## config.mk

```make
export PLATFORM = sky130hd
export DESIGN_NAME = maskedSboxTop
export DESIGN_NICKNAME = d
export VERILOG_FILES = /design/src/design/maskedSboxPkg.sv /design/src/design/basisChange.sv /design/src/design/domInvGf4.sv /design/src/design/domMulGf4.sv /design/src/design/maskedSboxCore.sv /design/src/design/maskedSboxTop.sv
export VERILOG_INCLUDE_DIRS = /design/src /design/src/design
export SDC_FILE = /design/constraint.sdc
export NUM_CORES = 1
export LEC_CHECK = 0
export ABC_AREA = 1
export ABC_CLOCK_PERIOD_IN_PS = 8300
export BUFFER_PORTS_ARGS = -buffer_cell sky130_fd_sc_hd__buf_2
export CAP_MARGIN = 25
export CORE_MARGIN = 2
export CORE_UTILIZATION = 55
export CTS_BUF_LIST = sky130_fd_sc_hd__clkbuf_8
export DETAILED_ROUTE_END_ITERATION = 10
export HOLD_SLACK_MARGIN = 0.02
export PLACE_DENSITY_LB_ADDON = 0.25
export SYNTH_ARGS = -nofsm -noshare
export SYNTH_HDL_FRONTEND = slang
export SYNTH_SLANG_ARGS = --single-unit
```

## constraint.sdc

```tcl
create_clock -name ClkxCI -period 8.3 [get_ports ClkxCI]
set_input_delay 0.83 -clock ClkxCI [delete_from_list [all_inputs] [get_ports ClkxCI]]
set_output_delay 0.83 -clock ClkxCI [all_outputs]
set_load 0.005 [all_outputs]
```

## src/design/maskedSbox_consts.svh

```systemverilog
`ifndef MASKED_SBOX_CONSTS_SVH
`define MASKED_SBOX_CONSTS_SVH

// Boolean shares per byte, first order needs two
`define MS_SHARES 2
// Register stages from input map to output multipliers
`define MS_LATENCY 5
// Low terms of z^4 + z + 1, the GF(2^4) modulus
`define MS_GF4_REDUCE 4'h3
// lambda = z^3 has trace 1, so Y^2 + Y + lambda is irreducible
`define MS_LAMBDA 4'h8
`define MS_AFFINE_C 8'h63
// One nibble per share pair
`define MS_RAND_PER_MUL (4 * `MS_SHARES * (`MS_SHARES - 1) / 2)
`define MS_NUM_MUL 5
`define MS_RAND_W (`MS_RAND_PER_MUL * `MS_NUM_MUL)

`endif

```

## src/design/maskedSboxPkg.sv

```systemverilog
`include "maskedSbox_consts.svh"

package maskedSboxPkg;

    // Field elements
    typedef logic [3:0] gf4_t;
    typedef logic [7:0] gf8_t;

    // Fresh randomness
    typedef logic [`MS_RAND_PER_MUL-1:0] mulRand_t;
    typedef logic [`MS_RAND_W-1:0] sboxRand_t;

    // Share vectors, index 0 is share 0
    typedef gf4_t [`MS_SHARES-1:0] shareGf4_t;
    typedef gf8_t [`MS_SHARES-1:0] shareByte_t;

    typedef struct packed {
        shareByte_t shares;
    } sboxIn_t;

    typedef struct packed {
        shareByte_t shares;
    } sboxOut_t;

    // Plain product in GF(2^4) modulo z^4 + z + 1
    function automatic gf4_t gf4Mul(input gf4_t a, input gf4_t b);
        gf4_t acc;
        gf4_t t;
        acc = '0;
        t = a;
        for (int i = 0; i < 4; i++) begin
            if (b[i]) begin
                acc = acc ^ t;
            end
            t = {t[2:0], 1'b0} ^ (t[3] ? `MS_GF4_REDUCE : 4'h0);
        end
        return acc;
    endfunction

    // Squaring is GF(2)-linear, so it is applied to each share on its own
    function automatic gf4_t gf4Sq(input gf4_t a);
        return {a[3], a[1] ^ a[3], a[2], a[0] ^ a[2]};
    endfunction

    function automatic gf4_t gf4SqScale(input gf4_t a);
        return gf4Mul(`MS_LAMBDA, gf4Sq(a));
    endfunction

endpackage

```

## src/design/basisChange.sv

```systemverilog
`include "maskedSbox_consts.svh"

module basisChange #(
    parameter bit toTower = 1'b1
) (
    input  maskedSboxPkg::shareByte_t in,
    output maskedSboxPkg::shareByte_t out
);
    import maskedSboxPkg::*;

    // Column b is the image of input bit b.
    // Tower columns are the powers beta^b with beta = z*Y, a root of the
    // AES polynomial x^8 + x^4 + x^3 + x + 1 in GF((2^4)^2)
    localparam gf8_t towerCols [8] = '{
        8'h01, 8'h20, 8'h46, 8'h4C,
        8'h3C, 8'hD5, 8'h34, 8'hE5
    };

    // Inverse basis change followed by the AES affine matrix
    localparam gf8_t aesCols [8] = '{
        8'h1F, 8'hB2, 8'hAB, 8'h36,
        8'h52, 8'h3E, 8'h65, 8'h60
    };

    gf8_t col;

    // Linear map, so each share goes through the same matrix
    always_comb begin
        out = '0;
        col = '0;
        for (int s = 0; s < `MS_SHARES; s++) begin
            for (int b = 0; b < 8; b++) begin
                col = toTower ? towerCols[b] : aesCols[b];
                if (in[s][b]) begin
                    out[s] = out[s] ^ col;
                end
            end
        end
    end

endmodule

```

## src/design/domInvGf4.sv

```systemverilog
`include "maskedSbox_consts.svh"

module domInvGf4 (
    input  logic                     ClkxCI,
    input  logic                     en,
    input  maskedSboxPkg::shareGf4_t x,
    input  maskedSboxPkg::mulRand_t  zA,
    input  maskedSboxPkg::mulRand_t  zB,
    output maskedSboxPkg::shareGf4_t xInv
);
    import maskedSboxPkg::*;

    shareGf4_t x2;
    shareGf4_t x4;
    shareGf4_t x8;
    shareGf4_t x8Q;
    shareGf4_t x6;

    // Frobenius powers, linear per share
    always_comb begin
        for (int i = 0; i < `MS_SHARES; i++) begin
            x2[i] = gf4Sq(x[i]);
            x4[i] = gf4Sq(x2[i]);
            x8[i] = gf4Sq(x4[i]);
        end
    end

    // x^8 travels beside stage A to meet x^6 in stage B
    always_ff @(posedge ClkxCI) begin
        if (en) begin
            x8Q <= x8;
        end
    end

    // Stage A, x^6 = x^2 * x^4
    domMulGf4 #(
        .shares(`MS_SHARES)
    ) mulA (
        .ClkxCI(ClkxCI),
        .en    (en),
        .a     (x2),
        .b     (x4),
        .z     (zA),
        .q     (x6)
    );

    // Stage B, x^14 = x^6 * x^8, and 0 maps to 0
    domMulGf4 #(
        .shares(`MS_SHARES)
    ) mulB (
        .ClkxCI(ClkxCI),
        .en    (en),
        .a     (x6),
        .b     (x8Q),
        .z     (zB),
        .q     (xInv)
    );

endmodule

```

## src/design/domMulGf4.sv

```systemverilog
`include "maskedSbox_consts.svh"

module domMulGf4 #(
    parameter int shares = `MS_SHARES
) (
    input  logic                     ClkxCI,
    input  logic                     en,
    input  maskedSboxPkg::shareGf4_t a,
    input  maskedSboxPkg::shareGf4_t b,
    input  maskedSboxPkg::mulRand_t  z,
    output maskedSboxPkg::shareGf4_t q
);
    import maskedSboxPkg::*;

    // Row i collects the terms of domain i, diagonal is the inner product
    gf4_t termQ [shares][shares];

    // Nibble index of the unordered pair {i, j}
    function automatic int pairIdx(input int i, input int j);
        int lo;
        int hi;
        lo = (i < j) ? i : j;
        hi = (i < j) ? j : i;
        return lo * shares - lo * (lo + 1) / 2 + hi - lo - 1;
    endfunction

    // Cross terms (i,j) and (j,i) share one blinding nibble,
    // which cancels when both domains are recombined
    always_ff @(posedge ClkxCI) begin
        if (en) begin
            for (int i = 0; i < shares; i++) begin
                for (int j = 0; j < shares; j++) begin
                    if (i == j) begin
                        termQ[i][j] <= gf4Mul(a[i], b[i]);
                    end else begin
                        termQ[i][j] <= gf4Mul(a[i], b[j]) ^ z[4*pairIdx(i, j) +: 4];
                    end
                end
            end
        end
    end

    // Compression after the register stage
    always_comb begin
        q = '0;
        for (int i = 0; i < shares; i++) begin
            for (int j = 0; j < shares; j++) begin
                q[i] = q[i] ^ termQ[i][j];
            end
        end
    end

endmodule

```

## src/design/maskedSboxCore.sv

```systemverilog
`include "maskedSbox_consts.svh"

module maskedSboxCore (
    input  logic                      ClkxCI,
    input  logic                      rstN,
    input  logic                      advance,
    input  logic                      inValid,
    input  maskedSboxPkg::sboxIn_t    inData,
    input  maskedSboxPkg::sboxRand_t  freshRand,
    output logic                      outValid,
    output maskedSboxPkg::sboxOut_t   outData
);
    import maskedSboxPkg::*;

    // y values wait here until the inverse is ready
    localparam int delayDepth = 3;

    mulRand_t zDelta;
    mulRand_t zInvA;
    mulRand_t zInvB;
    mulRand_t zMsb;
    mulRand_t zLsb;

    shareByte_t mapped;
    shareByte_t stage1Q;
    shareByte_t yDelayQ [delayDepth];
    shareByte_t towerOut;
    shareByte_t aesOut;

    shareGf4_t y1;
    shareGf4_t y0;
    shareGf4_t linTerm;
    shareGf4_t linQ;
    shareGf4_t deltaMul;
    shareGf4_t delta;
    shareGf4_t deltaInv;
    shareGf4_t dY1;
    shareGf4_t dY0;
    shareGf4_t dSum;
    shareGf4_t msb;
    shareGf4_t lsb;

    logic [`MS_LATENCY-1:0] validQ;

    // One randomness field per multiplier, in pipeline order
    assign zDelta = freshRand[0*`MS_RAND_PER_MUL +: `MS_RAND_PER_MUL];
    assign zInvA  = freshRand[1*`MS_RAND_PER_MUL +: `MS_RAND_PER_MUL];
    assign zInvB  = freshRand[2*`MS_RAND_PER_MUL +: `MS_RAND_PER_MUL];
    assign zMsb   = freshRand[3*`MS_RAND_PER_MUL +: `MS_RAND_PER_MUL];
    assign zLsb   = freshRand[4*`MS_RAND_PER_MUL +: `MS_RAND_PER_MUL];

    basisChange #(
        .toTower(1'b1)
    ) inMap (
        .in (inData.shares),
        .out(mapped)
    );

    always_ff @(posedge ClkxCI) begin
        if (advance) begin
            stage1Q <= mapped;
            linQ <= linTerm;
            yDelayQ[0] <= stage1Q;
            for (int d = 1; d < delayDepth; d++) begin
                yDelayQ[d] <= yDelayQ[d-1];
            end
        end
    end

    // Nibble split and the linear part of Delta
    always_comb begin
        for (int i = 0; i < `MS_SHARES; i++) begin
            y1[i] = stage1Q[i][7:4];
            y0[i] = stage1Q[i][3:0];
            linTerm[i] = gf4SqScale(y1[i]) ^ gf4Sq(y0[i]);
            dY1[i] = yDelayQ[delayDepth-1][i][7:4];
            dY0[i] = yDelayQ[delayDepth-1][i][3:0];
            dSum[i] = dY1[i] ^ dY0[i];
            towerOut[i] = {msb[i], lsb[i]};
        end
    end

    domMulGf4 mulDelta (
        .ClkxCI(ClkxCI),
        .en    (advance),
        .a     (y1),
        .b     (y0),
        .z     (zDelta),
        .q     (deltaMul)
    );

    // Delta = lambda*y1^2 + y1*y0 + y0^2
    assign delta = deltaMul ^ linQ;

    domInvGf4 inv (
        .ClkxCI(ClkxCI),
        .en    (advance),
        .x     (delta),
        .zA    (zInvA),
        .zB    (zInvB),
        .xInv  (deltaInv)
    );

    // High nibble of the inverse
    domMulGf4 mulMsb (
        .ClkxCI(ClkxCI),
        .en    (advance),
        .a     (dY1),
        .b     (deltaInv),
        .z     (zMsb),
        .q     (msb)
    );

    // Low nibble uses y0 + y1
    domMulGf4 mulLsb (
        .ClkxCI(ClkxCI),
        .en    (advance),
        .a     (dSum),
        .b     (deltaInv),
        .z     (zLsb),
        .q     (lsb)
    );

    basisChange #(
        .toTower(1'b0)
    ) outMap (
        .in (towerOut),
        .out(aesOut)
    );

    // Affine constant enters share 0 only
    always_comb begin
        outData.shares = aesOut;
        outData.shares[0] = aesOut[0] ^ `MS_AFFINE_C;
    end

    always_ff @(posedge ClkxCI) begin
        if (!rstN) begin
            validQ <= '0;
        end else if (advance) begin
            validQ <= {validQ[`MS_LATENCY-2:0], inValid};
        end
    end

    assign outValid = validQ[`MS_LATENCY-1];

    validKnown: assert property (@(posedge ClkxCI) disable iff (!rstN)
        !$isunknown(outValid))
        else $error("outValid unknown after reset");

    // A stalled result must hold until taken
    holdOnStall: assert property (@(posedge ClkxCI) disable iff (!rstN)
        outValid && !advance |=> $stable(outData))
        else $error("outData changed while stalled");

endmodule

```

## src/design/maskedSboxTop.sv

```systemverilog
module maskedSboxTop (
    input  logic                      ClkxCI,
    input  logic                      rstN,
    input  logic                      inValid,
    output logic                      inReady,
    input  maskedSboxPkg::sboxIn_t    inData,
    input  maskedSboxPkg::sboxRand_t  freshRand,
    output logic                      outValid,
    input  logic                      outReady,
    output maskedSboxPkg::sboxOut_t   outData
);

    logic advance;

    // Global stall, the whole pipeline moves when the output slot frees up
    assign advance = outReady | ~outValid;
    assign inReady = advance;

    maskedSboxCore core_i (
        .ClkxCI   (ClkxCI),
        .rstN     (rstN),
        .advance  (advance),
        .inValid  (inValid),
        .inData   (inData),
        .freshRand(freshRand),
        .outValid (outValid),
        .outData  (outData)
    );

endmodule

```

Word level (Yosys, flattened, before mapping)

Memory sizes are Yosys's and may differ from the RTL's.
Index checks and enable logic that the tools add are counted.

Word-level logic and storage cells: 417
Memories: 6
Output and inout bits: 18
Register bits after elaboration: 37
Bits of input ports: 40
Bits in writable memories: 128

Memories:

| name                  | depth | width | read ports | clocked after Yosys merged registers in | write ports | RTL line             | RTL |
|---|---|---|---|---|---|---|---|
| core_i.yDelayQ        | 3     | 16    | 3          | 0                                       | 3           | maskedSboxCore.sv:26 | `shareByte_t yDelayQ [delayDepth];` |
| core_i.inv.mulA.termQ | 2     | 8     | 2          | 0                                       | 2           | domMulGf4.sv:16      | `gf4_t termQ [shares][shares];` |
| core_i.inv.mulB.termQ | 2     | 8     | 2          | 0                                       | 2           | domMulGf4.sv:16      |  |
| core_i.mulDelta.termQ | 2     | 8     | 2          | 0                                       | 2           | domMulGf4.sv:16      |  |
| core_i.mulLsb.termQ   | 2     | 8     | 2          | 0                                       | 2           | domMulGf4.sv:16      |  |
| core_i.mulMsb.termQ   | 2     | 8     | 2          | 0                                       | 2           | domMulGf4.sv:16      |  |

Bitwise gates (word level): 172
Muxes and demuxes: 232

Operators by type and width:

| operator          | number |
|---|---|
| $mux 4            | 164 |
| $xor 4x4->4       | 96 |
| $xor 4x2->4       | 18 |
| $mux 7            | 10 |
| $mux 2            | 32 |
| $mux 8            | 8 |
| $mux 6            | 10 |
| $not 4->4         | 8 |
| $not 5->5         | 6 |
| $not 3->3         | 8 |
| $xor 1x1->1       | 20 |
| $not 2->2         | 8 |
| $mux 5            | 2 |
| $not 4->5         | 2 |
| $xor 8x8->8       | 1 |
| $mux 3            | 2 |
| $mux 1            | 4 |
| $not 2->4         | 1 |
| $not 1->1 const A | 2 |
| $not 1->1         | 1 |
| $or 1x1->1        | 1 |

Depth between registers and ports, before layout

Gate-level depths: netlist of run 1.
An unclocked memory read counts as a cell.

Word-level depth: 18
Gate-level depth with buffers: 18
Mapped depth without buffers: 18

Modules after synthesis

Synthesis of run 1 repeated with hierarchy kept, for this count alone.

Cells, all modules: 1,783
Area total of the unflattened synthesis: 13,332.8 µm²

Modules (own cells, without submodules):

| module                           | cells each | seq. area each (µm²) | area an instance (µm²) | instances |
|---|---|---|---|---|
| domMulGf4 at core_i.inv.mulA ... | 273        | 480.5                | 1,851.8                | 4 |
| maskedSboxCore                   | 207        | 2,262.2              | 2,839.0                | 1 |
| domMulGf4 at core_i.mulDelta     | 273        | 480.5                | 1,794.2                | 1 |
| domInvGf4                        | 62         | 240.2                | 473.0                  | 1 |
| basisChange at core_i.outMap     | 85         | 0.0                  | 467.9                  | 1 |
| basisChange at core_i.inMap      | 62         | 0.0                  | 344.1                  | 1 |
| maskedSboxTop                    | 2          | 0.0                  | 7.5                    | 1 |

Worst setup path after synthesis of run 1

OpenSTA, ideal clock, no wires.

Kind: input port to output port
Start: input port outReady
End: output port inReady
Data required time: 7,470 ps
Arrival: 4,090 ps
Setup slack: 3,380 ps
Stages: 2
Path through: nor2_1 inv_1

Cells in the longest elaborated chain, start to end: 1

RTL lines:

| what               | RTL line            | RTL |
|---|---|---|
| start: declaration | maskedSboxTop.sv:9  | `input logic outReady,` |
| $or 1x1->1         | maskedSboxTop.sv:16 | `assign advance = outReady \| ~outValid;` |
| end: declaration   | maskedSboxTop.sv:5  | `output logic inReady,` |

No other way between the ends.

==> flow_summary.rst, run 1 <==
.. list-table::
   :header-rows: 1

   * - Metric
     - Value
   * - Result of the run
     - finished clean
   * - Antenna violations before repair
     - 0
   * - Synth top area share
     - 43.5%
   * - Total half-perimeter wirelength after legalization and detailed placement
     - 15000 µm
   * - Clock latency on the worst-skew pair
     - 0.47 ns
   * - Global-route total usage across every layer
     - 20.1%
   * - Reg2Reg Depth
     - 16
   * - Highest clock frequency the design can meet
     - 337 MHz
   * - Number of post-CTS setup repair buffers
     - 0
   * - TritonCTS clock tree
     - built
   * - First-pass DRT Iterations
     - 4
   * - Area of the mapped netlist
     - 11000 µm²
   * - Design area
     - 12000 µm²
   * - PostCTS Resize Cnt
     - 0
   * - Setup slack on the worst flop-to-flop path
     - 5.56 ns
   * - Startpoint Class
     - flip-flop
   * - Worst Hold Path Cells
     - 0
   * - Final antenna diode count
     - 0
   * - Fraction of final layout cells with drive strength greater than 1
     - 9.72%
   * - Core Box Area
     - 19600 µm²
   * - Proportion of synthesized area in mux cells
     - 0%
   * - Cell with the most instances after synthesis
     - nand2_1
   * - Worst setup EP type
     - primary output
   * - Total via count in the routed design
     - 7716
   * - Worst max-slew margin expressed relative to the limit
     - 37.6%
   * - Overall overflow remaining after global route
     - 0
   * - Max-capacitance violation count
     - 0
   * - Share of synthesized cell area in and, or, nand and nor gates
     - 20.7%
   * - Drt drc
     - 0
   * - Routability Congestion
     - 0.867
   * - Clock sink count
     - 165
   * - Portion of the post-synthesis area used by sequential elements
     - 44.4%
   * - Average instance area after synthesis
     - 8.86 µm²
   * - Synthesized netlist net count
     - 1288
   * - Drt first-iter violations
     - 451
   * - Number of cells produced by synthesis
     - 1246
   * - Req. time, crit path
     - 7.47 ns
   * - Register bit count reported by yosys
     - 165
   * - Final Hold Violating Endpoints
     - 0
   * - Post-synthesis adder-cell area fraction
     - 0.227%
   * - H-Tree Depth
     - 4
   * - Post-Route Setup TNS
     - 0 ns
   * - Parity-gate share of the synthesized area counting xor and xnor cells
     - 28.5%
   * - Main combinational cell family by area after synthesis
     - XOR/XNOR gates
   * - Max Slew Vio Count
     - 0
   * - Overall die height
     - 146 µm
   * - Clk slew on worst S/H paths
     - 0.11 ns
   * - Hold Path Sink
     - core_i.yDelayQ[0][39]
   * - Most frequent cells after synthesis
     - 343 x nand2_1, 200 x xnor2_1, 160 x edfxtp_1
   * - Nets
     - 1346
   * - Leading cell types by total area after synthesis
     - edfxtp_1 44%, xnor2_1 16%, nand2_1 12%
   * - Number of clock buffers inserted by TritonCTS
     - 17
   * - Post-synthesis compound-gate area fraction
     - 1.10%
   * - Mean number of vias per cell
     - 4.88
   * - Clock skew after layout
     - 0.0188 ns
   * - Number of buffers on the longest clock path
     - 2
   * - Overall routed net length
     - 20800 µm
   * - Post-route clock period utilization
     - 35.7%
   * - Top cell type by total area after synthesis
     - edfxtp_1
   * - Clk Tree Root Cell
     - clkbuf_8
   * - CP Max Fanout
     - 2
   * - Arr. time, crit path
     - 2.13 ns
   * - Num rows
     - 51
   * - Number of global-route vias before repair
     - 7173
   * - Count of port buffers added during placement
     - 57
   * - Wire length of the first global-routing pass
     - 34300 µm
   * - Launch instance of the worst min-delay path
     - core_i.yDelayQ[0][23]
   * - Classification of the worst setup path
     - flip-flop to primary output
   * - Antenna-violating nets left
     - 0
   * - Post-DP Area
     - 11600 µm²
   * - Crit Reg-Reg Endpoint
     - core_i.inv.mulA.termQ[1][5]
   * - Worst reg2reg path startpoint
     - core_i.mulDelta.termQ[0][7]
   * - Path category of the worst min-delay check
     - flip-flop to flip-flop
   * - Final min period
     - 2.96 ns
   * - Number of flops mapped to enable cells by yosys
     - 160
   * - Syn. warnings
     - 0
   * - Ports placed on the boundary
     - 58
   * - RSZ-0062 raised after global routing
     - false
   * - Main flop type after synthesis
     - edfxtp_1
   * - Proportion of register bits with asynchronous set or reset after synthesis
     - 0%
   * - CTS Hold Buffers Added
     - 0
   * - Layout overhead on the synthesized area
     - 8.73%
   * - Number of library cell types mapped by synthesis
     - 35
   * - Floorplan die area
     - 21200 µm²
   * - Wirelength per Cell
     - 13.1 µm
   * - Effective utilization at floorplan
     - 56.3%
   * - Slew of the pin with the lowest slew margin
     - 0.936 ns
   * - X dimension of the die
     - 146 µm
   * - Maximum number of pins on one net before global-route repair
     - 90
   * - Setup violators final
     - 0
==> cells by family (layout without fill, tap and decap cells) <==
kind of cell | count (synthesis) | count (layout)
AO/OA/AOI/OAI | 21 | 21
flip-flops | 165 | 165
adder cells (fa/ha/maj) | 2 | 2
AND/OR/NAND/NOR | 566 | 566
buffers and inverters | 144 | 215
XOR/XNOR | 348 | 348
==> cell usage in the layout (no fill, tap or decap), types with 5 or more instances in the layout <==
cell type    n
nand2_2     11
nand4_1      6
dfxtp_1      5
edfxtp_1   160
xor2_2       5
o21ai_0     10
nor2_1     155
nand3_1     25
or2_2        9
clkbuf_8    17
xnor2_1    200
nand2_1    343
xor2_1     139
nand3b_1     7
inv_1      121
buf_2       57
inv_8        5
==> layer usage <==
metal	GRT usage, %	part of all wire (%)	wire [µm]	vias to the layer above
met3	3.67	4.4	924	24
met5	0	0	0	-
met2	34.4	49	10100	191
li1	-	-	-	3978
met1	25.9	45	9390	3523
met4	6.91	1.6	340	0
==> final cells by class <==
type                       count  area [µm²]
clock inverter                15         189
fill                        1649        7590
timing repair buffer          58         293
sequential                   165        4900
multi-input combinational    937        5570
clock buffer                  17         234
tap                          265         332
inverter                     125         474
==> how the worst max path moves through the flow <==
stage	startpoint	endpoint	slack [ns]	depth (start not counted)
after global placement	outReady	core_i.yDelayQ[0][30]	5.42	4
after CTS	core_i.mulLsb.termQ[1][3]	outData[9]	5.26	6
final	core_i.mulLsb.termQ[1][3]	outData[9]	5.34	6
after detailed placement	outReady	core_i.yDelayQ[0][28]	5.36	4
after global routing	core_i.mulLsb.termQ[1][3]	outData[9]	5.13	6
after floorplan	outReady	inReady	3.38	2
==> stage by stage <==
| step | hold slack [ns] | std cells | util [%] | setup WS [ns] |
|---|---|---|---|---|
| global placement | 0.401 | 1550 | 59.1 | 5.42 |
| floorplan | 0.400 | 1246 | - | 3.38 |
| finish | 0.427 | 1582 | 61.3 | 5.34 |
| CTS | 0.429 | 1582 | 61.3 | 5.26 |
| global route | 0.432 | 1582 | 61.3 | 5.13 |
| detailed placement | 0.405 | 1550 | 59.1 | 5.36 |
==> sequential cells by signal, summed over array words and instances, names as in the netlist <==
register,count
core_i.inv.mulB.termQ,16
core_i.stage1Q,16
core_i.inv.x8Q,8
core_i.mulMsb.termQ,16
core_i.mulLsb.termQ,16
core_i.linQ,8
core_i.mulDelta.termQ,16
core_i.validQ,5
core_i.inv.mulA.termQ,16
core_i.yDelayQ,48
==> worst max-delay path: stages, from the launching register on <==
cell and delay (ns):
edfxtp_1 0.39, xor2_1 0.30, xnor2_1 0.18, xor2_1 0.28, xor2_1 0.24, xnor2_1 0.14
buf_2 0.13
Power of run 1 is not shown: default switching activity piles up to over one toggle a cycle in this logic, so the estimate is an artifact.
==> inputs of run 2 (changes only) <==
- ABC_CLOCK_PERIOD_IN_PS: 8300 -> 2530
- clock period: 8.3 -> 2.53 ns (I/O delays scaled with it)
==> run 2 against run 1 <==
- routed wire length up 3.8%
- first-iteration DRC count rose by 11%
- setup slack got worse by 5.1 ns
- via count rose by 1.2%
- hold slack lost 0.34 ns
- critical path type unchanged
- non-clock buffer count increased by 24
- die area is the same
- sequential share of layout area down 0.69 points
- count of clock-buffer cells in the layout grew 1
- flip-flop and latch count unchanged
- final cell count increased by 1.5%
==> flow_summary.rst, run 2 (synthesis gave the netlist of run 1 again) <==
.. list-table::
   :header-rows: 1

   * - Metric
     - Value
   * - Final min period
     - 2.34 ns
   * - Highest clock frequency the design can meet
     - 427 MHz
   * - Clock skew after layout
     - 0.0167 ns
   * - X dimension of the die
     - 146 µm
   * - Drt drc
     - 0
   * - Req. time, crit path
     - 2.28 ns
   * - Core Box Area
     - 19600 µm²
   * - Slew of the pin with the lowest slew margin
     - 0.767 ns
   * - Buffers & Inverters on Critical Path
     - 1
   * - Overall routed net length
     - 21600 µm
   * - Number of flip-flops in the largest register
     - 48
   * - Most frequent standard cell in the layout excluding fill and tap cells
     - nand2_1
   * - Overall overflow remaining after global route
     - 0
   * - Startpoint Class
     - flip-flop
   * - Worst Hold Path Cells
     - 2
   * - Worst path max stage delay
     - 0.43 ns
   * - Classification of the worst setup path
     - flip-flop to primary output
   * - Ports placed on the boundary
     - 58
   * - Floorplan die area
     - 21200 µm²
   * - Num rows
     - 51
   * - Wirelength per Cell
     - 13.4 µm
   * - Total via count in the routed design
     - 7806
   * - Cell with the largest stage delay on the worst path
     - edfxtp_1
   * - Crit Reg-Reg Endpoint
     - core_i.inv.mulA.termQ[1][7]
   * - Clock sink count
     - 165
   * - Worst reg2reg path startpoint
     - core_i.mulDelta.termQ[0][7]
   * - Cell chain of the critical path
     - xor2_2, xnor2_1, xor2_1, xor2_1, xnor2_1, buf_2
   * - TritonCTS clock tree
     - built
   * - Layout overhead on the synthesized area
     - 10.6%
   * - Total half-perimeter wirelength after legalization and detailed placement
     - 15800 µm
   * - Antenna-violating nets left
     - 0
   * - Effective utilization at floorplan
     - 56.3%
   * - Number of clock buffers inserted by TritonCTS
     - 17
   * - Mean number of vias per cell
     - 4.86
   * - Final antenna diode count
     - 0
   * - Top library cells by usage in the layout, fill and taps aside
     - 340 x nand2_1, 200 x xnor2_1, 160 x edfxtp_1
   * - Launch instance of the worst min-delay path
     - inData[0]
   * - H-Tree Depth
     - 4
   * - Hold Worst Slack
     - 0.0838 ns
   * - Fraction of final layout cells with drive strength greater than 1
     - 12.0%
   * - Count of port buffers added during placement
     - 57
   * - Result of the run
     - finished clean
   * - Max Slew Vio Count
     - 0
   * - Worst max-slew margin expressed relative to the limit
     - 48.8%
   * - Global-route total usage across every layer
     - 20.8%
   * - Clk slew on worst S/H paths
     - 0.10 ns
   * - Overall die height
     - 146 µm
   * - Maximum number of pins on one net before global-route repair
     - 145
   * - Most flops, register
     - core_i.yDelayQ
   * - Post-route clock period utilization
     - 92.5%
   * - Nets
     - 1370
   * - Final Hold Violating Endpoints
     - 0
   * - Number of global-route vias before repair
     - 7211
   * - Clock latency on the worst-skew pair
     - 0.46 ns
   * - Antenna violations before repair
     - 0
   * - Max-capacitance violation count
     - 0
   * - Hold Path Sink
     - core_i.stage1Q[0]
   * - Worst setup EP type
     - primary output
   * - Clk Tree Root Cell
     - clkbuf_8
   * - Setup slack on the worst flop-to-flop path
     - 0.25 ns
   * - CP Max Fanout
     - 2
   * - Wire length of the first global-routing pass
     - 35500 µm
   * - RSZ-0062 raised after global routing
     - false
   * - Reg2Reg Depth
     - 17
   * - Cell family contributing the most delay on the critical path
     - XOR/XNOR gates
   * - First-pass DRT Iterations
     - 6
   * - Drt first-iter violations
     - 499
   * - Arr. time, crit path
     - 2.09 ns
   * - Path category of the worst min-delay check
     - primary input to flip-flop
   * - Number of buffers on the longest clock path
     - 2
   * - Routability Congestion
     - 0.908
   * - Setup violators final
     - 0
[run 2: per-layer routing]
layer,wire length (µm),share of wire (%),track usage [%],up-vias
li1,-,-,-,4019
met5,0,0,0,-
met2,10700,49,35.5,169
met1,9710,45,27.2,3594
met4,391,1.8,6.52,0
met3,815,3.8,3.57,24
[run 2: worst register-to-register path, cell delays in order (launching register included)]
cell and delay, ns:
edfxtp_1 0.39, inv_1 0.06, nand2_1 0.06, nand2_1 0.06, nand2_1 0.05, nand2_1 0.08
buf_4 0.20, inv_1 0.18, nand2_1 0.14, nand2_1 0.13, nor2_1 0.25, nand2_1 0.12
nand2_1 0.08, nand2_1 0.06, nand2_1 0.05, nand2_1 0.05, nand2_1 0.07, inv_1 0.04
[run 2: timing repair]
item                                   in CTS  in global routing
hold buffers                                4                  0
buffers inserted                            0                  3
setup endpoints to repair                   0                  9
gates resized for setup                     0                 12
endpoints found under the hold margin       4                  0
[run 2: worst max-delay path by stage]
stage                                            from                           to  slack [ns]  cells after the start
after global routing                   core_i.linQ[7]  core_i.inv.mulA.termQ[0][1]     0.00007                     17
after global placement                 core_i.linQ[7]  core_i.inv.mulA.termQ[0][1]        0.19                     14
after CTS                 core_i.mulDelta.termQ[1][7]  core_i.inv.mulA.termQ[0][1]        0.09                     14
after floorplan                      core_i.validQ[4]  core_i.inv.mulA.termQ[0][0]       -0.82                      3
after detailed placement               core_i.linQ[7]  core_i.inv.mulA.termQ[0][1]        0.09                     14
final                       core_i.mulLsb.termQ[1][3]                   outData[9]        0.19                      6
[run 2: metrics by stage]
stage / worst slack [ns] / instances / area (µm²) / TNS [ns] / util [%]
floorplan: -0.824 / 1246 / 11000 / -134.15 / -
global placement: 0.195 / 1567 / 11700 / 0 / 59.8
detailed placement: 0.0917 / 1567 / 11700 / 0 / 59.8
CTS: 0.0856 / 1603 / 12200 / 0 / 62.0
global route: 0.0000702 / 1606 / 12200 / 0 / 62.3
finish: 0.189 / 1606 / 12200 / 0 / 62.3
[run 2: final cells by class]
class,count,area (µm²)
clock inverter,14,139
inverter,125,473
timing repair buffer,82,495
fill,1672,7380
sequential,165,4910
tap,265,332
clock buffer,18,248
multi-input combinational,937,5620
Power of run 2 is left out for the same reason.
